--- config.mk ---
export PLATFORM = sky130hd
export DESIGN_NAME = northBridge
export DESIGN_NICKNAME = d
export VERILOG_FILES = /design/src/hw/busPkg.sv /design/src/hw/northBridge.sv
export VERILOG_INCLUDE_DIRS = /design/src /design/src/hw
export SDC_FILE = /design/constraint.sdc
export NUM_CORES = 1
export LEC_CHECK = 0
export BUFFER_PORTS_ARGS = -buffer_cell sky130_fd_sc_hd__buf_4
export CAP_MARGIN = 30
export CELL_PAD_IN_SITES_DETAIL_PLACEMENT = 2
export CELL_PAD_IN_SITES_GLOBAL_PLACEMENT = 2
export CORE_MARGIN = 2
export CORE_UTILIZATION = 11
export DETAILED_ROUTE_END_ITERATION = 7
export PLACE_DENSITY = 0.9
export SYNTH_ARGS = -nofsm -noshare
export SYNTH_HDL_FRONTEND = slang
export SYNTH_SLANG_ARGS = --single-unit
--- constraint.sdc ---
create_clock -name vclk -period 1.3
set_input_delay 0.065 -clock vclk [all_inputs]
set_output_delay 0.065 -clock vclk [all_outputs]
set_load 0.01 [all_outputs]
--- src/hw/addrMap_macros.svh ---
// Address map constants; the peripheral window is 256 bytes, timer slots are 16 bytes apart
`ifndef ADDR_MAP_MACROS_SVH
`define ADDR_MAP_MACROS_SVH

// Data memory range, byte addresses
`define DATA_START   32'h0000_0000
`define DATA_END     32'h0000_0FFF
`define DATA_WORDS   1024

// Peripheral window
`define PERIPH_BASE  32'h0000_7F00
`define PERIPH_END   32'h0000_7FFF

// Timer slot offsets inside the window
`define TIMER0_OFFSET 8'h00
`define TIMER1_OFFSET 8'h10

// Word index of each register inside a timer slot
`define REG_CTRL     2'd0
`define REG_PRESET   2'd1
`define REG_COUNT    2'd2

`endif

--- src/hw/busPkg.sv ---
// Data-bus types shared by the bridges, the memory and the timers; one bus master only
package busPkg;

    // Bus word, used for both addresses and data
    typedef logic [31:0] wordT;

    // Write enable per byte lane, lane 0 is the low byte
    typedef logic [3:0] byteEnT;

    // Interrupt lines 7 down to 2 of the processor
    typedef logic [5:0] hwIntT;

    // Bit positions in hwIntT
    localparam int INT_TIMER0 = 0;
    localparam int INT_TIMER1 = 1;
    localparam int INT_EXT    = 2;

    // Upper three lines have no source yet
    localparam int INT_SPARE_LO = 3;

endpackage

--- src/hw/northBridge.sv ---
// Combinational decode only; peripheral writes need all four lanes, partial writes are dropped
`include "addrMap_macros.svh"

module northBridge import busPkg::*; (
    // Processor side
    input  wordT   addr,
    input  wordT   wData,
    input  byteEnT we,
    output wordT   rData,

    // Data memory side
    output wordT   dmAddr,
    output wordT   dmWData,
    output byteEnT dmWe,
    input  wordT   dmRData,

    // South bridge side
    output wordT   sbAddr,
    output wordT   sbWData,
    output logic   sbWe,
    input  wordT   sbRData
);

    logic inData;
    logic inPeriph;

    // Region decode
    assign inData   = (addr >= `DATA_START) && (addr <= `DATA_END);
    assign inPeriph = (addr >= `PERIPH_BASE) && (addr <= `PERIPH_END);

    // Memory gets every lane the processor asks for, but only in range
    assign dmAddr  = addr;
    assign dmWData = wData;
    assign dmWe    = inData ? we : '0;

    // Peripherals are word registers
    assign sbAddr  = addr;
    assign sbWData = wData;
    assign sbWe    = inPeriph && (&we);

    // Read mux, zero when nothing answers
    always_comb begin
        if (inData) begin
            rData = dmRData;
        end else if (inPeriph) begin
            rData = sbRData;
        end else begin
            rData = '0;
        end
    end

endmodule

# Word level (Yosys, flattened, before mapping)
# Cells that the tools add are included.
# Widths: inputs -> output; s select.
# op_classes
order_cmp	4
n_mux	3
reduce_logical	4
# ops
cell	n
$mux 32	2
$ge 32x1->1 const B	1
$ge 32x15->1 const B	1
$le 32x12->1 const B	1
$le 32x15->1 const B	1
$mux 4	1
$reduce_and 4->1	1
$logic_and 1x1->1	3
# word_totals
register_bits	0
inputBits	132
output_inout_bits	165
wordCells	11

# Logic depth before layout (Yosys ltp)
# logic_depth
depth_word	4
mapped_depth	5
depth_no_buf	3

# Worst setup path before layout
# Ideal clock, no wire load.
# synth_path
path_type	input port to output port
startpoint	input addr[29]
endpoint	output rData[0]
arrival_time_ns	1.084
required_ns	1.235
setup_slack_ns	0.151
stages	4
path_buffers	1
cell_sequence	nor4_1 nand4_2 buf_6 a21oi_2
# synth_via
elab_chain_len	4
word_cells_on_any_way	8
classes_between	order compare: 4; mux: 2; reduce/logical: 2
# synth_lines
element	line	source
start, declared	northBridge.sv:6	input wordT addr,
$ge 32x15->1 (no source line) / $le 32x15->1 (equally long branches)	-	
$logic_and 1x1->1	northBridge.sv:29	assign inPeriph = (addr >= `PERIPH_BASE) && (addr <= `PERIPH_END);
$mux 32	northBridge.sv:45	end else if (inPeriph) begin
$mux 32 (*)	northBridge.sv:43	if (inData) begin
end, declared	northBridge.sv:9	output wordT rData,
# Every way passes the cells marked *; elsewhere a longest branch is shown, timed or not.

# Worst setup path after layout
# layout_path
startpoint	input addr[27]
endpoint	output dmWe[1]
# layout_via
elab_chain_len	3
word_cells_on_any_way	4
classes_between	order compare: 2; mux: 1; reduce/logical: 1
# layout_lines
element	line	source
$ge 32x1->1 (no source line) / $le 32x12->1 (equally long branches)	-	
$logic_and 1x1->1 (*)	northBridge.sv:28	assign inData = (addr >= `DATA_START) && (addr <= `DATA_END);
$mux 4 (*)	northBridge.sv:34	assign dmWe = inData ? we : '0;
end, declared	northBridge.sv:14	output byteEnT dmWe,
# Marks and branches as above.

==> impl_metrics.env <==
export IMPL_fill_cells=1903
export IMPL_path_class="in -> out"
export IMPL_seq_power_share=0
export IMPL_clkbuf_count=0
export IMPL_pwr_density_cell_nw_per_um2=199.9
export IMPL_whs_ps=130.0
export IMPL_critical_path_buf_inv_count=5
export IMPL_p_clk_frac=0
export IMPL_nets=466
export IMPL_yosys_area_share_xor_xnor=0
export IMPL_worst_slack_ps=-142.4
export IMPL_final_cells=548
export IMPL_crit_required_ps=1240
export IMPL_antenna_found_initial=0
export IMPL_cp_top_family="buffers and inverters"
export IMPL_antenna_cells=0
export IMPL_max_freq_mhz=693.3
export IMPL_start_util=0.1135
export IMPL_crit_slowest_cell="nor4_4"
export IMPL_io_buffers=177
export IMPL_dieArea_um2=17560
export IMPL_grt_pass1_wl_um=12430
export IMPL_ys_warn_count=0
export IMPL_synthAdderAreaFrac=0
export IMPL_dr_pass1_iters=4
export IMPL_die_h_um=132.5
export IMPL_yosysTopAreaCell="buf_4"
export IMPL_outcome="finished with violations"
export IMPL_combPwrFrac=1.000
export IMPL_hold_path_class="in -> out"
export IMPL_swShare=0.4169
export IMPL_path_max_fanout=7
export IMPL_mostFrequentLayoutCell="buf_4"
export IMPL_p_sw_uw=266.8
export IMPL_worstSetupStartpointType="input pin"
export IMPL_cp_end_kind="output pin"
export IMPL_layout_drive_gt1_share=0.8645
export IMPL_arrival_ps=1380
export IMPL_setup_viol=37
export IMPL_yosysSeqAreaShare=0
export IMPL_grt_max_degree=20
export IMPL_drtIter0Drc=39
export IMPL_p_leak_nw=1.412
export IMPL_avgSynthCellArea_um2=6.934
export IMPL_place_hpwl_um=7040
export IMPL_vdd_drop_max_mv=0.09594
export IMPL_post_route_min_period_ps=1442
export IMPL_gr_total_overflow=0
export IMPL_synthMuxAreaShare=0
export IMPL_grtUsageTotal=0.08770
export IMPL_cap_viol_max_count=0
export IMPL_final_cell_mix="180 x buf_4, 33 x nand4_1, 30 x a21oi_2, 15 x buf_6"
export IMPL_die_w_um=132.5
export IMPL_slew_viol_final=0
export IMPL_period_share=1.110
export IMPL_netlist_instances=262
export IMPL_synth_compound_area_frac=0.1501
export IMPL_drtAntennaViolNets=0
export IMPL_seq_cells=0
export IMPL_vias=1992
export IMPL_synth_top_area_frac=0.5289
export IMPL_rows=46
export IMPL_netlist_area_um2=1817
export IMPL_vias_per_cell=3.635
export IMPL_dp_cells=534
export IMPL_worst_pin_slew_ps=258.8
export IMPL_gp_congestion=0.7065
export IMPL_synth_area_leaders="buf_4 53%, a21oi_2 14%, nand4_1 11%"
export IMPL_synth_simple_area_share=0.2486
export IMPL_violations="setup timing"
export IMPL_drt_wl_total_um=9883
export IMPL_cts_hold_buffers=0
export IMPL_syn_num_nets=394
export IMPL_crit_chain="buf_8 -> nor4_4 -> buf_4 -> nand4_4 -> buf_12 -> buf_8 -> nor3_2 -> buf_4"
export IMPL_synth_cell_type_count=19
export IMPL_final_seq_area_um2=0
export IMPL_grt_pass1_vias=2100
export IMPL_core_um2=16000
export IMPL_p_int_uw=373.1
export IMPL_rsz0062_at_grt="true"
export IMPL_power_uw=639.9
export IMPL_hold_viol_final=0
export IMPL_relSlewSlack=0.8262
export IMPL_area_growth_pct=76.17
export IMPL_crit_path_max_incr_delay_ps=310
export IMPL_post_drt_wl_per_cell_um=18.03
export IMPL_io_pins=297
export IMPL_drcViolationCount=0
export IMPL_synth_top_family_by_area="buffers and inverters"
==> stage by stage <==
stage          area, um^2  utilization  TNS (ps)  setup slack [ps]
2_1_floorplan        1817            -         0             151.3
3_3_place_gp         2594       0.1621     -1933            -92.40
3_5_place_dp         2594       0.1621     -5725            -210.4
4_1_cts              2779       0.1737     -1128            -68.77
5_1_grt              3201       0.2000     -5410            -218.2
6_report             3201       0.2000     -3264            -142.4
==> cell usage after synthesis (all sizes together) <==
master    n
a21oi    32
and4b     1
or4       1
and4      1
buf     138
inv       4
clkbuf    8
nand2    33
nor4      5
nand4    34
nor3      5
==> final timing paths <==
| check | from | endpoint | slack (ps) | cells after the start |
|---|---|---|---|---|
| setup / recovery | addr[27] | dmWe[1] | -140 | 8 |
| hold / removal | wData[8] | dmWData[8] | 130 | 0 |
==> layout make-up <==
| class | count | area (um^2) | share of cell area |
|---|---|---|---|
| Tap cell | 216 | 270.3 | 0.08444 |
| Multi-Input combinational cell | 112 | 974.7 | 0.3045 |
| Timing Repair Buffer | 216 | 1941 | 0.6063 |
| Inverter | 4 | 15.01 | 0.004691 |
==> timing repair <==
item,CTS,global route
pin swaps,4,46
setup buffers,2,5
gates cloned,2,6
resized for setup,33,64
setup endpoints to repair,37,37
==> cell families after synthesis <==
| kind of cell | count (synthesis) |
|---|---|
| buf+inv | 150 |
| compound gates | 32 |
| simple gates | 80 |
==> routing by layer <==
| metal | vias up | GRT usage | wire [um] |
|---|---|---|---|
| met4 | 0 | 0.02031 | 178 |
| met5 | - | 0 | 0 |
| met3 | 23 | 0.02414 | 713 |
| met1 | 948 | 0.09596 | 3742 |
| li1 | 910 | - | - |
| met2 | 111 | 0.1667 | 5248 |
==> power groups by stage <==
stage / Clock, mW / Combinational [mW] / Sequential (mW)
global placement: 0 / 0.511 / 0
global route: 0 / 0.679 / 0
detailed placement: 0 / 0.528 / 0
floorplan: 0 / 0.460 / 0
finish: 0 / 0.640 / 0
CTS: 0 / 0.572 / 0
Power figures use the tool's default switching activity.
