**src/hw/addrMap_macros.svh**
```systemverilog
// Address map constants; the peripheral window is 256 bytes, timer slots are 16 bytes apart
`ifndef ADDR_MAP_MACROS_SVH
`define ADDR_MAP_MACROS_SVH

// Data memory range, byte addresses
`define DATA_START   32'h0000_0000
`define DATA_END     32'h0000_0FFF
`define DATA_WORDS   1024

// Peripheral window
`define PERIPH_BASE  32'h0000_7F00
`define PERIPH_END   32'h0000_7FFF

// Timer slot offsets inside the window
`define TIMER0_OFFSET 8'h00
`define TIMER1_OFFSET 8'h10

// Word index of each register inside a timer slot
`define REG_CTRL     2'd0
`define REG_PRESET   2'd1
`define REG_COUNT    2'd2

`endif

```
**src/hw/busPkg.sv**
```systemverilog
// Data-bus types shared by the bridges, the memory and the timers; one bus master only
package busPkg;

    // Bus word, used for both addresses and data
    typedef logic [31:0] wordT;

    // Write enable per byte lane, lane 0 is the low byte
    typedef logic [3:0] byteEnT;

    // Interrupt lines 7 down to 2 of the processor
    typedef logic [5:0] hwIntT;

    // Bit positions in hwIntT
    localparam int INT_TIMER0 = 0;
    localparam int INT_TIMER1 = 1;
    localparam int INT_EXT    = 2;

    // Upper three lines have no source yet
    localparam int INT_SPARE_LO = 3;

endpackage

```
**src/hw/timerPkg.sv**
```systemverilog
// Timer control-word layout; mode codes 2 and 3 behave as one-shot
package timerPkg;

    // Count mode
    typedef enum logic [1:0] {
        oneShot    = 2'b00,
        autoReload = 2'b01
    } timerModeE;

    // Field view of the control word
    typedef struct packed {
        logic [27:0] rsvd;
        logic        intMask;
        timerModeE   mode;
        logic        enable;
    } timerCtrlFieldsT;

    // Same word seen raw from the bus or as fields by the counter
    typedef union packed {
        logic [31:0]     raw;
        timerCtrlFieldsT f;
    } timerCtrlU;

    // Implemented bits of the control word, the rest read as zero
    localparam logic [31:0] CTRL_MASK = 32'h0000_000F;

endpackage
```
**src/hw/intervalTimer.sv**
```systemverilog
// Full-word writes only; count and index 3 are read-only; auto-reload at preset 0 holds irq high
`include "addrMap_macros.svh"

module intervalTimer import busPkg::*, timerPkg::*; (
    input  logic       clk,
    input  logic       arstN,
    input  logic [1:0] regIdx,
    input  wordT       wData,
    input  logic       we,
    output wordT       rData,
    output logic       irq
);

    timerCtrlU ctrl;
    wordT      preset;
    wordT      count;
    logic      ctrlWr;
    logic      presetWr;

    assign ctrlWr   = we && (regIdx == `REG_CTRL);
    assign presetWr = we && (regIdx == `REG_PRESET);

    always_ff @(posedge clk or negedge arstN) begin
        if (!arstN) begin
            ctrl.raw <= '0;
            preset   <= '0;
            count    <= '0;
            irq      <= 1'b0;
        end else begin
            // Auto-reload irq lasts one cycle
            if (ctrl.f.mode == autoReload) begin
                irq <= 1'b0;
            end

            if (ctrlWr) begin
                ctrl.raw <= wData;
                irq      <= 1'b0;
            end else if (presetWr) begin
                // Preset also restarts the count
                preset <= wData;
                count  <= wData;
            end else if (ctrl.f.enable) begin
                if (count != '0) begin
                    count <= count - 1'b1;
                end else if (ctrl.f.mode == autoReload) begin
                    count <= preset;
                    if (ctrl.f.intMask) begin
                        irq <= 1'b1;
                    end
                end else begin
                    // One-shot done and irq held until the next ctrl write
                    ctrl.f.enable <= 1'b0;
                    if (ctrl.f.intMask) begin
                        irq <= 1'b1;
                    end
                end
            end
        end
    end

    // Register readback
    always_comb begin
        case (regIdx)
            `REG_CTRL:   rData = ctrl.raw & CTRL_MASK;
            `REG_PRESET: rData = preset;
            `REG_COUNT:  rData = count;
            default:     rData = '0;
        endcase
    end

endmodule

```
**config.mk**
```make
export PLATFORM = sky130hd
export DESIGN_NAME = intervalTimer
export DESIGN_NICKNAME = d
export VERILOG_FILES = /design/src/hw/busPkg.sv /design/src/hw/timerPkg.sv /design/src/hw/intervalTimer.sv
export VERILOG_INCLUDE_DIRS = /design/src /design/src/hw
export SDC_FILE = /design/constraint.sdc
export NUM_CORES = 1
export LEC_CHECK = 0
export BUFFER_PORTS_ARGS = -buffer_cell sky130_fd_sc_hd__buf_2
export CORE_UTILIZATION = 28
export DETAILED_ROUTE_END_ITERATION = 8
export PLACE_DENSITY = 0.56
export SLEW_MARGIN = 20
export SYNTH_ARGS = -nofsm -noshare
export SYNTH_HDL_FRONTEND = slang
export SYNTH_SLANG_ARGS = --single-unit
```
**constraint.sdc**
```tcl
create_clock -name clk -period 2.4 [get_ports clk]
set_input_delay 0.48 -clock clk [delete_from_list [all_inputs] [get_ports clk]]
set_output_delay 0.48 -clock clk [all_outputs]
set_load 0.1 [all_outputs]
```
# After elaboration in Yosys (flattened, before gate mapping)
# Cells that the tools add are included.
# op_classes
mux	16
n_bitwise	1
reduce_logical	8
n_eq_ne	4
n_addsub	1
# op_table
op	count
$mux W32	4
$pmux W32 S3	1
$reduce_bool A32 Y1	1
$sub A32 B1 Y32 const B	1
$mux W1	11
$eq A2 B1 Y1 const B	2
$reduce_and A3 Y1	1
$reduce_bool A3 Y1	1
$eq A2 B2 Y1 const B	1
$logic_and A1 B1 Y1	2
$logic_not A2 Y1	1
$ne A2 B2 Y1 const B	1
$reduce_and A2 Y1	1
$reduce_bool A2 Y1	1
$not A1 Y1	1
# word_totals
input_bits	37
register_bits	69
elab_cells	35

# Logic depth before layout (Yosys ltp)
# depth
depth_word	7
mapped_depth	10
depth_no_buf	8

# Worst setup path before layout
# OpenSTA, ideal clock, no wires.
# synth_timing
kind	input to output
from	input port regIdx[1]
to	output port rData[2]
arrival_time_ns	2.976
required_time_ns	1.920
path_stages	3
path_buffers	1
path_slack_ns	-1.056
path_cell_list	clkbuf_1 -> mux2i_1 -> o21ai_0
# synth_via
elab_chain_len	2
# synth_rtl
item	line	source
start, declared	intervalTimer.sv:7	input logic [1:0] regIdx,
$eq A2 B2 Y1, or another cell as far along	intervalTimer.sv:63	case (regIdx)
$pmux W32 S3 *	intervalTimer.sv:63	
end, declared	intervalTimer.sv:10	output wordT rData,
# Every way passes the cells marked *; elsewhere a longest branch is shown, timed or not.

# Final worst setup path
# layout_timing
from	register count[1]
to	register count[31]
# layout_via
elab_chain_len	4
# layout_rtl
item	line	source
start, declared	intervalTimer.sv:16	wordT count;
start signal, assigned	intervalTimer.sv:41	count <= wData;
start signal, assigned	intervalTimer.sv:44	count <= count - 1'b1;
start signal, assigned	intervalTimer.sv:46	count <= preset;
$sub A32 B1 Y32 or $reduce_bool A32 Y1 (tied branches)	intervalTimer.sv:44, intervalTimer.sv:43	
$mux W32	intervalTimer.sv:43	if (count != '0) begin
$mux W32	intervalTimer.sv:42	end else if (ctrl.f.enable) begin
$mux W32	intervalTimer.sv:38	end else if (presetWr) begin
# Parallel ways exist; a longest one is shown, timed or not. The select of a mux whose other input is x is not followed.
# A chain may end at the register's enable or synchronous reset.

==> summary.md <==
| Metric | Value |
|---|---|
| Final Cycle Share | `a little over nine tenths` |
| Worst hold-check slack | `~0.18 ns` |
| CP Max Fanout | `4` |
| Pre-CTS setup slack | `roughly 0.13 ns` |
| Worst Hold Class | `input port to async pin` |
| Synthesized net count | `550` |
| Least-Margin Pin Slew | `~0.68 ns` |
| Gp weighted congestion | `0.928` |
| Achievable Freq | `around 440 MHz` |
| Starting Density | `28.9%` |
| Pwr/cell area | `about 960 mW/mm²` |
| Crit path DAT | `about 2.5 ns` |
| CP Launch Point | `count[1]$_DFFE_PN0P_` |
| Worst-Skew Late Latency | `~0.34 ns` |
| Avg Cell Area, Syn | `8.29 µm²` |
| CP endpoint kind | `flip-flop` |
| Final Hold Fails | `0` |
| RSZ-0062 raised after global routing | `false` |
| YS warnings | `0` |
| Non-filler instance count after layout | `~800` |
| Crit path launch type | `flip-flop` |
| DR pass1 iterations | `6` |
| Max incr delay on CP | `~0.37 ns` |
| Drt drc | `8` |
| Drt total wl | `~14000 µm` |
| Clock transition at path regs | `approximately 0.06 ns` |
| Normalized max-slew margin | `between 50 and 60%` |
| #FFs+latches synth | `roughly 70` |
| Failing checks | `DRC` |
| Vias per cell | `5.45` |
| Slew Limit Fails | `0` |
| Area after DPL | `~0.0056 mm²` |
| Crit path buffers/inverters | `2` |
| CP delay by family, top | `simple AND/OR/NAND/NOR gates` |
| Num CTS Buffers | `9` |
| Initial antenna violation count | `0` |
| Syn-to-layout area delta | `39.4%` |
| Clock Skew | `0.00799 ns` |
| Die Wd | `roughly 130 µm` |
| Routed Antenna Nets | `0` |
| Setup Viol. Count Final | `0` |
| Cell taking the most area after synthesis | `dfrtp_1` |
| Hold buffer count at cts | `0` |
| Vias | `around 4300` |
| Core area | `about 0.015 mm²` |
| Yosys top cell area share | `about two fifths` |
| Sequential fraction of the synthesis area | `40.7%` |
| Post-Syn Instances | `a little over 500` |
| Post-synth EDFFs | `0` |
| Leakage | `2.65 nW` |
| Final WS setup | `roughly 0.14 ns` |
| Final min period | `2.26 ns` |
| Port bufs | `69` |
| Fin util | `between 40 and 50%` |
| Vias in the first global route | `around 4500` |
| Overall die height | `around 130 µm` |
| Rows | `44` |
| # diodes | `0` |
| Final Total Pwr | `approximately 5.6 mW` |
| Die ar. | `approximately 0.016 mm²` |
| Nets@finish | `648` |
| Synth unique cells | `62` |
| Setup repair bufs after CTS | `0` |
| Crit-path cells | `buf_4 -> nor4_1 -> buf_4 -> and4_1 -> nand3_1 -> nor4_1 -> o21ai_0 -> a32oi_1` |
| Number of top-level pins | `70` |
| CTS tree | `done` |
| Critical path class | `flip-flop to flip-flop` |
| Root Driver | `clkbuf_16` |
| Outcome | `finished with violations` |
| Post-synth top flop | `dfrtp_1` |
| GRT Total Usage | `approximately 18%` |
| Sink Count | `between 60 and 70` |
| Crit path max-delay cell type | `dfrtp_1` |
| Wirelength per Cell | `~17 µm` |
| Finished Cell Area | `0.00591 mm²` |
| Share of layout cells above drive strength 1 | `31.2%` |
| Largest net degree at the start of global routing | `70` |
| Post-synth ARST share | `between 90% and 100%` |
| H-tree Lvls | `3` |
| DP Cell Count | `a little under 800` |
| Maximum vdd drop | `around 470 µV` |
| Synth area leaders | `dfrtp_1 41%, nand2_1 11%, a22o_1 6.0%` |
| Cell Area, Synth | `between 0.004 and 0.005 mm²` |
| Total negative slack | `0 ns` |
| FF-to-FF Start | `count[1]$_DFFE_PN0P_` |
| First-pass GRT wire length | `22800 µm` |
| Fillers | `~1500` |
| Initial DRC count | `291` |
| Gr ovfl total | `0` |
| Max-cap violations | `0` |
| Req. time, crit path | `about 2.7 ns` |
| Hpwl dp | `between 10000 and 15000 µm` |
| CTS max path bufs | `2` |
[where the power goes]
part	internal [mW]	leakage, nW	switching, mW
Sequential	1.47	0.836	0.346
Combinational	1.08	1.69	1.57
Clock	0.686	0.119	0.484
Total	3.24	2.65	2.40
[registers in the layout, indices dropped and copies added (netlist names)]
name,cells
ctrl,4
count,32
irq,1
preset,32
[worst register-to-register path, delay by kind of cell, from the launching register on]
family,cells,cell delay (ns)
compound gates,2,0.34
flops,1,0.37
buf+inv,2,0.33
simple gates,4,1.13
[cell usage in the layout, fill, tap and decap left out, types with 7 or more instances in the layout]
cell / netlist / layout
a31oi_1: 14 / 14
a21oi_1: 16 / 16
dfrtp_1: 69 / 69
o211ai_1: 10 / 10
clkbuf_16: 0 / 9
o21ai_0: 30 / 26
nand2_1: 126 / 125
nor2_1: 28 / 27
nor3_1: 16 / 15
a22o_2: 2 / 29
buf_4: 1 / 53
inv_1: 10 / 10
nor4_1: 9 / 7
nand3_1: 13 / 13
buf_2: 6 / 37
buf_12: 0 / 36
[worst paths after layout]
| check | end | slack [ns] | cells after the start |
|---|---|---|---|
| setup / recovery | count[31]$_DFFE_PN0P_ | 0.14 | 8 |
| hold / removal | preset[29]$_DFFE_PN0P_ | 0.18 | 2 |
| setup reg to reg | count[31]$_DFFE_PN0P_ | 0.14 | 8 |
| hold reg to reg | preset[7]$_DFFE_PN0P_ | 0.50 | 2 |
| max in group asynchronous | preset[16]$_DFFE_PN0P_ | 1.92 | 2 |
| min in group clk | preset[24]$_DFFE_PN0P_ | 0.35 | 3 |
[what timing repair did]
| action | 4_1_cts | 5_1_grt |
|---|---|---|
| gates resized for setup | 0 | 5 |
| endpoints found under the hold margin | 0 | 0 |
| endpoints found under the setup margin | 0 | 23 |
[cells in the mapped netlist (4+ instances only)]
| cell | instances |
|---|---|
| dfrtp_1 | 69 |
| inv_1 | 10 |
| a21oi_1 | 16 |
| nand4_1 | 6 |
| o211ai_1 | 10 |
| nor4_1 | 9 |
| a211oi_1 | 5 |
| nor2_1 | 28 |
| and3_1 | 4 |
| or4_1 | 4 |
| o21ai_0 | 30 |
| nand3_1 | 13 |
| clkbuf_1 | 24 |
| nand2_1 | 126 |
| a31oi_1 | 14 |
| o221ai_1 | 6 |
| or3_1 | 6 |
| xnor2_1 | 6 |
| a22o_1 | 29 |
| nor3_1 | 16 |
| mux2i_1 | 6 |
| buf_2 | 6 |
| buf_6 | 6 |
[metal layers]
layer  wire, µm  GRT usage (%)
met2       6830           31.3
met1       6170           23.1
met4        240           5.81
met5          0              0
met3        687           3.81
[kinds of logic (layout without fill, tap and decap cells)]
logic type | after synthesis | after routing | synth area share, %
compound gates | 138 | 138 | 23.0
simple gates | 235 | 235 | 25.9
mux | 9 | 9 | 2.21
buf+inv | 49 | 150 | 5.67
flops | 69 | 69 | 40.7
xor+xnor | 9 | 9 | 1.86
fa+ha+maj | 2 | 2 | 0.590
[layout make-up]
class / count / area (µm²) / share of cell area [%]
Timing Repair Buffer: 126 / 1300 / 22.1
Inverter: 10 / 37.5 / 0.635
Clock inverter: 2 / 12.5 / 0.212
Tap cell: 184 / 230 / 3.90
Multi-Input combinational cell: 393 / 2360 / 40.0
Sequential cell: 69 / 1730 / 29.2
Clock buffer: 12 / 236 / 4.00
Note: power is estimated with default switching activity, not from simulation.
