## src/hw/addrMap_macros.svh

```systemverilog
// Address map constants; the peripheral window is 256 bytes, timer slots are 16 bytes apart
`ifndef ADDR_MAP_MACROS_SVH
`define ADDR_MAP_MACROS_SVH

// Data memory range, byte addresses
`define DATA_START   32'h0000_0000
`define DATA_END     32'h0000_0FFF
`define DATA_WORDS   1024

// Peripheral window
`define PERIPH_BASE  32'h0000_7F00
`define PERIPH_END   32'h0000_7FFF

// Timer slot offsets inside the window
`define TIMER0_OFFSET 8'h00
`define TIMER1_OFFSET 8'h10

// Word index of each register inside a timer slot
`define REG_CTRL     2'd0
`define REG_PRESET   2'd1
`define REG_COUNT    2'd2

`endif

```

## src/hw/busPkg.sv

```systemverilog
// Data-bus types shared by the bridges, the memory and the timers; one bus master only
package busPkg;

    // Bus word, used for both addresses and data
    typedef logic [31:0] wordT;

    // Write enable per byte lane, lane 0 is the low byte
    typedef logic [3:0] byteEnT;

    // Interrupt lines 7 down to 2 of the processor
    typedef logic [5:0] hwIntT;

    // Bit positions in hwIntT
    localparam int INT_TIMER0 = 0;
    localparam int INT_TIMER1 = 1;
    localparam int INT_EXT    = 2;

    // Upper three lines have no source yet
    localparam int INT_SPARE_LO = 3;

endpackage

```

## src/hw/southBridge.sv

```systemverilog
// Combinational; only address bits 7:2 are decoded and the north bridge qualifies the window
`include "addrMap_macros.svh"

module southBridge import busPkg::*; (
    // North bridge side
    input  wordT        sbAddr,
    input  wordT        sbWData,
    input  logic        sbWe,
    output wordT        sbRData,

    // Interrupts toward the processor
    input  logic        extInt,
    output hwIntT       hwInt,

    // Timer 0
    output logic [1:0]  t0RegIdx,
    output wordT        t0WData,
    output logic        t0We,
    input  wordT        t0RData,
    input  logic        t0Irq,

    // Timer 1
    output logic [1:0]  t1RegIdx,
    output wordT        t1WData,
    output logic        t1We,
    input  wordT        t1RData,
    input  logic        t1Irq
);

    localparam logic [7:0] T0_OFF = `TIMER0_OFFSET;
    localparam logic [7:0] T1_OFF = `TIMER1_OFFSET;

    logic [7:0] offset;
    logic       sel0;
    logic       sel1;

    // Slot select on the upper nibble of the window offset
    assign offset = sbAddr[7:0];
    assign sel0   = (offset[7:4] == T0_OFF[7:4]);
    assign sel1   = (offset[7:4] == T1_OFF[7:4]);

    // Register word index inside the slot
    assign t0RegIdx = offset[3:2];
    assign t1RegIdx = offset[3:2];

    assign t0WData = sbWData;
    assign t1WData = sbWData;
    assign t0We    = sbWe && sel0;
    assign t1We    = sbWe && sel1;

    // Gaps in the window read as zero
    assign sbRData = sel0 ? t0RData :
                     sel1 ? t1RData :
                     '0;

    always_comb begin
        hwInt[INT_TIMER0] = t0Irq;
        hwInt[INT_TIMER1] = t1Irq;
        hwInt[INT_EXT]    = extInt;
        // Spare lines stay low
        hwInt[5:INT_SPARE_LO] = '0;
    end

endmodule

```

## config.mk

```make
export PLATFORM = sky130hd
export DESIGN_NAME = southBridge
export DESIGN_NICKNAME = d
export VERILOG_FILES = /design/src/hw/busPkg.sv /design/src/hw/southBridge.sv
export VERILOG_INCLUDE_DIRS = /design/src /design/src/hw
export SDC_FILE = /design/constraint.sdc
export NUM_CORES = 1
export LEC_CHECK = 0
export BUFFER_PORTS_ARGS = -buffer_cell sky130_fd_sc_hd__buf_2
export CAP_MARGIN = 5
export CORE_AREA = 2 2 92 94
export DETAILED_ROUTE_END_ITERATION = 8
export DIE_AREA = 0 0 94 96
export GPL_TIMING_DRIVEN = 0
export SETUP_SLACK_MARGIN = 0.15
export SYNTH_ARGS = -nofsm -noshare
export SYNTH_HDL_FRONTEND = slang
export SYNTH_SLANG_ARGS = --single-unit
```

## constraint.sdc

```tcl
create_clock -name vclk -period 1.05
set_input_delay 0.105 -clock vclk [all_inputs]
set_output_delay 0.105 -clock vclk [all_outputs]
set_load 0.01 [all_outputs]
```

Word level (Yosys, flattened, before mapping)
Cells that the tools add are included.
{"block": "word_totals", "ff_bits": 0, "wordCells": 6}
{"block": "op_classes", "eq_ne": 1, "n_mux": 2, "reduce_logical": 3}
{"op": "32-bit two-way mux", "count": 2}
{"op": "4-bit by 1-bit == test with 1-bit output (second input constant)", "count": 1}
{"op": "4-bit logical NOT", "count": 1}
{"op": "1-bit logical AND", "count": 2}

Longest topological paths before layout
Gate-level depths: netlist of the first run.
{"block": "logic_depth", "depth_word": 3, "ltp_mapped": 4}

Worst setup path after synthesis of the first run
Ideal clock, no wire load.
{"block": "synth_timing", "kind": "in2out", "start": "input sbAddr[7]", "end": "output t0We", "n_path_buf": 1, "stages": 3, "path_slack_ns": -0.005, "t_required_ns": 0.945, "arrival_time_ns": 0.950, "cell_sequence": "or3_1 > buf_6 > nor3b_1"}
{"block": "synth_via", "elab_chain_cells": 2}
{"item": "start: declaration", "line_no": "southBridge.sv:6", "text": "input wordT sbAddr,"}
{"item": "4-bit logical NOT", "line_no": "southBridge.sv:39", "text": "assign sel0 = (offset[7:4] == T0_OFF[7:4]);"}
{"item": "1-bit logical AND", "line_no": "southBridge.sv:48", "text": "assign t0We = sbWe && sel0;"}
{"item": "end: declaration", "line_no": "southBridge.sv:18", "text": "output logic t0We,"}
No other way between the ends.

Worst setup path after layout of the first run
{"block": "layout_timing", "start": "input sbAddr[7]", "end": "output sbRData[11]"}
{"block": "layout_via", "elab_chain_cells": 3}
{"item": "4-bit by 1-bit == test with 1-bit output", "line_no": "southBridge.sv:40", "text": "assign sel1 = (offset[7:4] == T1_OFF[7:4]);"}
{"item": "32-bit two-way mux", "line_no": "southBridge.sv:53", "text": "sel1 ? t1RData :"}
{"item": "32-bit two-way mux *", "line_no": "southBridge.sv:52", "text": "assign sbRData = sel0 ? t0RData :"}
{"item": "end: declaration", "line_no": "southBridge.sv:9", "text": "output wordT sbRData,"}
Every way passes the cells marked *; elsewhere a longest branch is shown, timed or not.

==> results.toml, run 1 <==
[sta]
finalSetupViolations = 34
min_period_over_period = 1.17
hold_violations = 0
holdWs_ps = 393
fin_setup_tns_ps = -4980
worst_slack_ps = -178
clock.fmax_mhz = 814
fin_crit_ps = 1230
rsz0062_at_grt = "true"
finalMaxSlewViolations = 0

[power_and_ir_drop]
leakage_nw = 1.43
peakVddDrop_v = 0.000132
p_per_area_nw_per_um2 = 366

[final_layout]
post-route-util = 0.283
fin_nets = 462
nClkBuffers = 0
seq_area_sq_um = 0
syn_to_final_growth_pct = 108
seq_cells = 0
antennaDiodeCount = 0
drive_gt1_frac = 0.881

[drt]
vias = 1523
drt_wl_total_mm = 3.94
viasPerCell = 3.52
wire_per_inst_microns = 9.09
drt_first_pass_iters = 4
drc = 0
ant_nets = 0
drtIter0Drc = 16

[yosys]
synthTopCellsByArea = "buf_4 (51%), mux2i_1 (29%), nor2_1 (11%)"
synth_commonest_cells = "buf_4 (74), mux2i_1 (32), nor2_1 (31), buf_2 (4), buf_6 (4)"
yosys.area.top_type = "buf_4"
yosysWarnings = 0
synthDistinctLibCells = 10
yosysSeqAreaShare = 0
synth_area_per_cell_sq_um = 7.23
netlist_instances = 151
synthesis.area_sq_um = 1090
synth_most_common_cell = "buf_4"
synth_top_area_share = 0.509

[placement]
port_buffers = 173
hpwl_mm = 3.52
place.gp.congestion = 0.717
pre_cts_ws_ps = -237

[floorplanning]
die_y_microns = 96
dieWidth_microns = 94
rows = 33
io-pin-count = 240
die_area_sq_um = 9020
start_util = 0.136
coreArea_sq_um = 8050

[grt]
grt_pass1_wl_mm = 4.95
grt_pass1_vias = 1166
grt_usage = 0.0663
overflow = 0
grt_max_degree = 11
antenna_found_initial = 0

[worst_setup_path]
path_depth = 6
slowest_stage = "or3_4"
crit_type = "in2out"
required_ps = 940
cp_max_fo = 9
cp_top_family = "buffers and inverters"
critical_path_buf_inv_count = 4
cp-end-kind = "output port"
critPathArrivalTime_ps = 1120
startpoint_type = "input pin"
critical_path.cell_chain = "buf_6 > or3_4 > buf_12 > clkbuf_16 > nor2_2 > buf_2"
max_stage_delay_ps = 380

[hold_path]
hold_path_depth = 2
hold_path_class = "in2out"
hold-path-endpoint = "t0WData[21]"
holdCritStartpoint = "sbWData[21]"

[status]
violations = "setup timing"
status = "finished, violations left"

[clock_network]
hold_buffers = 0
cts_setup_buffers = 0

[job]
drv_cap = 0
layer usage:
| layer | GRT usage | vias up | part of all wire |
|---|---|---|---|
| met5 | 0 | - | 0 |
| met4 | 0 | 0 | 0 |
| met3 | 0.00548 | 0 | 0.13 |
| met2 | 0.146 | 123 | 0.54 |
| met1 | 0.0712 | 642 | 0.33 |
| li1 | - | 758 | - |
where the power goes:
part	total [mW]	switching [mW]	leakage [nW]	internal [mW]
Sequential	0	0	0	0
Combinational	0.833	0.335	1.43	0.498
Clock	0	0	0	0
Total	0.833	0.335	1.43	0.498
how the worst max path moves through the flow:
stage | to | start | slack, ps
detailed placement | sbRData[8] | sbAddr[4] | -240
global route | sbRData[28] | sbAddr[7] | -220
finish | sbRData[11] | sbAddr[7] | -180
floorplan | sbRData[0] | sbAddr[7] | 40
global placement | sbRData[8] | sbAddr[4] | -210
CTS | sbRData[15] | sbAddr[7] | -180
cell usage in the layout (no fill, tap or decap):
| cell type | n |
|---|---|
| buf_12 | 4 |
| buf_2 | 173 |
| buf_4 | 77 |
| buf_6 | 1 |
| clkbuf_16 | 2 |
| conb_1 | 3 |
| mux2i_1 | 32 |
| nand2_1 | 1 |
| nor2_1 | 3 |
| nor2_2 | 30 |
| nor3b_2 | 1 |
| or3_4 | 1 |
layout make-up:
cell class	instances	area, sq um
plain buffers	82	663
fillers	870	5780
multi-input cells	71	558
well taps	105	131
repair buffers	175	922
logic make-up (layout without fill, tap and decap cells):
family | after synthesis | count (layout) | share of synthesized area
muxes | 32 | 32 | 0.294
buffers and inverters | 82 | 257 | 0.569
and+or+nand+nor | 36 | 36 | 0.134
other | 1 | 3 | 0.00344
timing repair:
action | CTS | global route
resized for setup | 8 | 5
pin swaps | 1 | 0
cloned | 0 | 2
endpoints found under the setup margin | 34 | 34
through the flow:
stage	power, mW	area [sq um]	cells
finish	0.833	2270	433
global route	0.906	2270	433
CTS	0.822	2200	431
detailed placement	0.808	2170	431
global placement	0.797	2170	431
floorplan	0.493	1170	153
Note: power is estimated with default switching activity, not from simulation.
==> run 2: changes to the inputs <==
--- a/config.mk
+++ b/config.mk
@@ -8,10 +8,13 @@
 export LEC_CHECK = 0
 export BUFFER_PORTS_ARGS = -buffer_cell sky130_fd_sc_hd__buf_2
 export CAP_MARGIN = 5
-export CORE_AREA = 2 2 92 94
+export CELL_PAD_IN_SITES_DETAIL_PLACEMENT = 0
+export CELL_PAD_IN_SITES_GLOBAL_PLACEMENT = 1
+export CORE_MARGIN = 2
+export CORE_UTILIZATION = 13
 export DETAILED_ROUTE_END_ITERATION = 8
-export DIE_AREA = 0 0 94 96
 export GPL_TIMING_DRIVEN = 0
+export PLACE_DENSITY_LB_ADDON = 0.1
 export SETUP_SLACK_MARGIN = 0.15
 export SYNTH_ARGS = -nofsm -noshare
 export SYNTH_HDL_FRONTEND = slang
==> run 2 against run 1 <==
Effect of this change:
- the run still ends with setup timing left
- routed wire length rose by 11%
- largest power group unchanged
- hold slack about the same
- via count fell by 4.7%
- critical path depth is the same
- combinational power about the same
- largest cell class unchanged
- die area rose by 1.3%
- sequential share of layout area unchanged
- cell count stayed put
- first-iteration DRC count fell by 56%
==> results.toml, run 2 (synthesized netlist as in run 1, its figures left out) <==
[placement]
pre_cts_ws_ps = -193
port_buffers = 173
place.gp.congestion = 0.677
placed_area_sq_um = 2170
hpwl_mm = 3.94

[floorplanning]
io-pin-count = 240
die_y_microns = 95.6
coreArea_sq_um = 8180
rows = 33
die_area_sq_um = 9140
start_util = 0.133
dieWidth_microns = 95.6

[worst_setup_path]
endpoint = "sbRData[7]"
startpoint_type = "input pin"
max_stage_delay_ps = 380
cp-end-kind = "output port"
critical_path.cell_chain = "buf_6 > or3_4 > buf_8 > buf_12 > nor2_2 > buf_2"
startpoint = "sbAddr[7]"
critPathArrivalTime_ps = 1110
required_ps = 940
crit_type = "in2out"
slowest_stage = "or3_4"
cp_max_fo = 10

[sta]
clock.fmax_mhz = 822
rsz0062_at_grt = "true"
worst_slack_ps = -166
hold_violations = 0
finalSetupViolations = 34
finalMaxSlewViolations = 0
min_period_over_period = 1.16
fin_crit_ps = 1220

[final_layout]
fin_nets = 462
final_common_cell = "buf_2"
seq_cells = 0
layout_common_cells = "buf_2 (170), buf_4 (77), mux2i_1 (31)"
seq_area_sq_um = 0
fin_area_sq_um = 2280
drive_gt1_frac = 0.890
fillerInstances = 926
multi_input_area_sq_um = 582
antennaDiodeCount = 0
syn_to_final_growth_pct = 109
nClkBuffers = 0

[drt]
drt_first_pass_iters = 4
drtIter0Drc = 7
drt_wl_total_mm = 4.39
drc = 0
vias = 1452
ant_nets = 0
wire_per_inst_microns = 10.1
viasPerCell = 3.35

[grt]
grt_usage = 0.0767
antenna_found_initial = 0
grt_pass1_wl_mm = 5.70
grt_pass1_vias = 1235
overflow = 0
grt_max_degree = 11

[power_and_ir_drop]
seqPwrFrac = 0
peakVddDrop_v = 0.000126
switchingPower_mw = 0.336
comb_power_share = 1.000
clockPowerShare = 0
leakage_nw = 1.41
p_int_mw = 0.493
sw_frac_of_total = 0.405
p_per_area_nw_per_um2 = 364

[hold_path]
hold_path_depth = 2
hold_path_class = "in2out"

[status]
violations = "setup timing"
status = "finished, violations left"

[job]
drv_cap = 0
run 2: cell count changes in the layout (fill, tap and decap cells not counted):
cell,previous run,this run
buf_8,0,2
buf_2,173,170
mux2i_2,0,1
buf_6,1,5
nor2_4,0,3
nor2_1,3,1
clkbuf_4,0,1
nor2_2,30,29
clkbuf_16,2,0
buf_12,4,2
mux2i_1,32,31
run 2: routing by layer:
layer / global-route usage / routed length [microns] / up-vias
met5: 0 / 0 / -
met1: 0.0791 / 1460 / 591
met4: 0 / 0 / 0
li1: - / - / 755
met2: 0.170 / 2460 / 106
met3: 0.00711 / 468 / 0
run 2: power by group through the flow:
stage,clock (mW),combinational [mW],sequential (mW)
2_1_floorplan,0,0.493,0
3_3_place_gp,0,0.805,0
3_5_place_dp,0,0.805,0
4_1_cts,0,0.817,0
5_1_grt,0,0.902,0
6_report,0,0.830,0
run 2: how the worst min path moves through the flow:
stage                     slack [ps]          end        start
after floorplan                  300     hwInt[0]        t0Irq
after global placement           390  t0RegIdx[1]    sbAddr[3]
after detailed placement         390  t0WData[21]  sbWData[21]
after CTS                        390  t0WData[21]  sbWData[21]
after global routing             400   t1WData[9]   sbWData[9]
final                            390  t0WData[17]  sbWData[17]
run 2: timing repair:
| action | 4_1_cts | 5_1_grt |
|---|---|---|
| pin swaps | 0 | 4 |
| setup endpoints to repair | 34 | 34 |
| hold buffers | 0 | 0 |
| setup buffers | 1 | 1 |
| resized for setup | 5 | 17 |
run 2: per-stage QoR:
step | TNS [ps] | util | cells | power (mW) | hold WS [ps]
6_report | -4750 | 0.278 | 433 | 0.830 | 393
5_1_grt | -6010 | 0.278 | 433 | 0.902 | 396
4_1_cts | -5020 | 0.269 | 432 | 0.817 | 394
3_5_place_dp | -5590 | 0.266 | 431 | 0.805 | 394
3_3_place_gp | -5320 | 0.266 | 431 | 0.805 | 395
2_1_floorplan | 0 | - | 153 | 0.493 | 302
run 2: critical path, delay by kind of cell:
kind	cells	cell delay, ps
and+or+nand+nor	2	490
buffers and inverters	4	520
run 2: area by class of cell:
| class | instances | share of cell area |
|---|---|---|
| repair buffers | 175 | 0.398 |
| plain buffers | 82 | 0.289 |
| multi-input cells | 71 | 0.256 |
| well taps | 105 | 0.0577 |
==> run 3: changes to the inputs <==
--- a/config.mk
+++ b/config.mk
@@ -10,6 +10,7 @@
 export CAP_MARGIN = 5
 export CELL_PAD_IN_SITES_DETAIL_PLACEMENT = 0
 export CELL_PAD_IN_SITES_GLOBAL_PLACEMENT = 1
+export CORE_ASPECT_RATIO = 0.8
 export CORE_MARGIN = 2
 export CORE_UTILIZATION = 13
 export DETAILED_ROUTE_END_ITERATION = 8
==> run 3 against run 2 <==
Effect of this change:
- power up 6.3%
- final area up 6.7%
- fmax about the same
- cell count up 0.92%
- combinational power up 6.3%
- hold slack worse by 0.87 ps
- largest power group unchanged
- sequential share of layout area unchanged
- die area about the same
- worst setup slack about the same
- critical path type unchanged
- the run still ends with setup timing left
==> results.toml, run 3 (synthesized netlist as in run 1, its figures left out) <==
[final_layout]
layout_common_cells = "buf_2 (161), buf_4 (77), mux2i_1 (29)"
syn_to_final_growth_pct = 122
antennaDiodeCount = 0
seq_area_sq_um = 0
seq_cells = 0
final_common_cell = "buf_2"
fillerInstances = 890
post-route-util = 0.301
nClkBuffers = 0
layoutNonFillerInstCount = 437
fin_nets = 463
multi_input_area_sq_um = 634
drive_gt1_frac = 0.897

[sta]
min_period_over_period = 1.16
clock.fmax_mhz = 822
finalMaxSlewViolations = 0
fin_crit_ps = 1220
rsz0062_at_grt = "true"
finalSetupViolations = 33
worst_slack_ps = -166
hold_violations = 0

[placement]
place.gp.congestion = 0.703
port_buffers = 173
dp.cells = 434
hpwl_mm = 3.80
pre_cts_ws_ps = -193

[grt]
grt_pass1_vias = 1315
overflow = 0
grt_usage = 0.0756
grt_max_degree = 11
grt_pass1_wl_mm = 5.89
antenna_found_initial = 0

[power_and_ir_drop]
clockPowerShare = 0
leakage_nw = 1.44
peakVddDrop_v = 0.000129
sw_frac_of_total = 0.407
p_int_mw = 0.523
p_per_area_nw_per_um2 = 363
seqPwrFrac = 0
comb_power_share = 1.000
switchingPower_mw = 0.359

[status]
violations = "setup timing"
status = "finished, violations left"

[worst_setup_path]
critical_path_buf_inv_count = 4
critical_path.cell_chain = "buf_6 > or3_4 > buf_12 > buf_12 > nor2_2 > buf_2"
max_stage_delay_ps = 380
cp-end-kind = "output port"
slowest_stage = "or3_4"
required_ps = 940
cpMostUsedCell = "buf_12"
critPathArrivalTime_ps = 1110
crit_type = "in2out"
path_depth = 6
startpoint_type = "input pin"
cp_max_fo = 10
endpoint = "sbRData[17]"
cp_top_family = "buffers and inverters"
startpoint = "sbAddr[7]"

[floorplanning]
dieWidth_microns = 106
start_util = 0.135
die_area_sq_um = 9150
io-pin-count = 240
die_y_microns = 85.9
rows = 29
coreArea_sq_um = 8060

[drt]
drtIter0Drc = 7
wire_per_inst_microns = 9.95
ant_nets = 0
vias = 1475
viasPerCell = 3.38
drt_first_pass_iters = 3
drt_wl_total_mm = 4.35
drc = 0

[job]
drv_cap = 0

[hold_path]
hold_path_class = "in2out"
[run 3: changes by cell type in the layout (fill, tap and decap cells not counted), sizes merged]
cell and delta:
buf +1
[run 3: power groups by stage]
stage          clock [mW]  combinational [mW]  sequential, mW
2_1_floorplan           0               0.493               0
3_3_place_gp            0               0.806               0
3_5_place_dp            0               0.803               0
4_1_cts                 0               0.818               0
5_1_grt                 0               0.951               0
6_report                0               0.882               0
[run 3: repair_timing]
action,4_1_cts,5_1_grt
hold buffers,0,0
pin swaps,3,5
resized for setup,8,36
cloned,0,1
buffers inserted,1,1
endpoints found under the setup margin,34,34
[run 3: cell type report]
type                       count  area share
buffer                        82       0.276
multi-input combinational     71       0.261
tap                          108      0.0557
timing repair buffer         176       0.407
[run 3: metal layers]
| layer | GRT usage | wire length [microns] | vias to the layer above |
|---|---|---|---|
| li1 | - | - | 760 |
| met1 | 0.0795 | 1430 | 609 |
| met2 | 0.159 | 2380 | 106 |
| met3 | 0.0198 | 534 | 0 |
| met4 | 0 | 0 | 0 |
| met5 | 0 | 0 | - |
[run 3: worst min path at each step]
stage	startpoint	end	cells past startpoint
2_1_floorplan	t0Irq	hwInt[0]	1
3_3_place_gp	sbWData[29]	t0WData[29]	2
3_5_place_dp	sbWData[24]	t1WData[24]	2
4_1_cts	t1Irq	hwInt[1]	2
5_1_grt	sbWData[30]	t0WData[30]	2
6_report	t1Irq	hwInt[1]	2
[run 3: metrics by stage]
| step | cell area [sq um] | hold WS, ps | TNS, ps | power, mW |
|---|---|---|---|---|
| 3_3_place_gp | 2170 | 395 | -5870 | 0.806 |
| 6_report | 2430 | 393 | -4730 | 0.882 |
| 4_1_cts | 2210 | 394 | -4930 | 0.818 |
| 3_5_place_dp | 2170 | 394 | -5180 | 0.803 |
| 2_1_floorplan | 1170 | 302 | 0 | 0.493 |
| 5_1_grt | 2430 | 397 | -5810 | 0.951 |
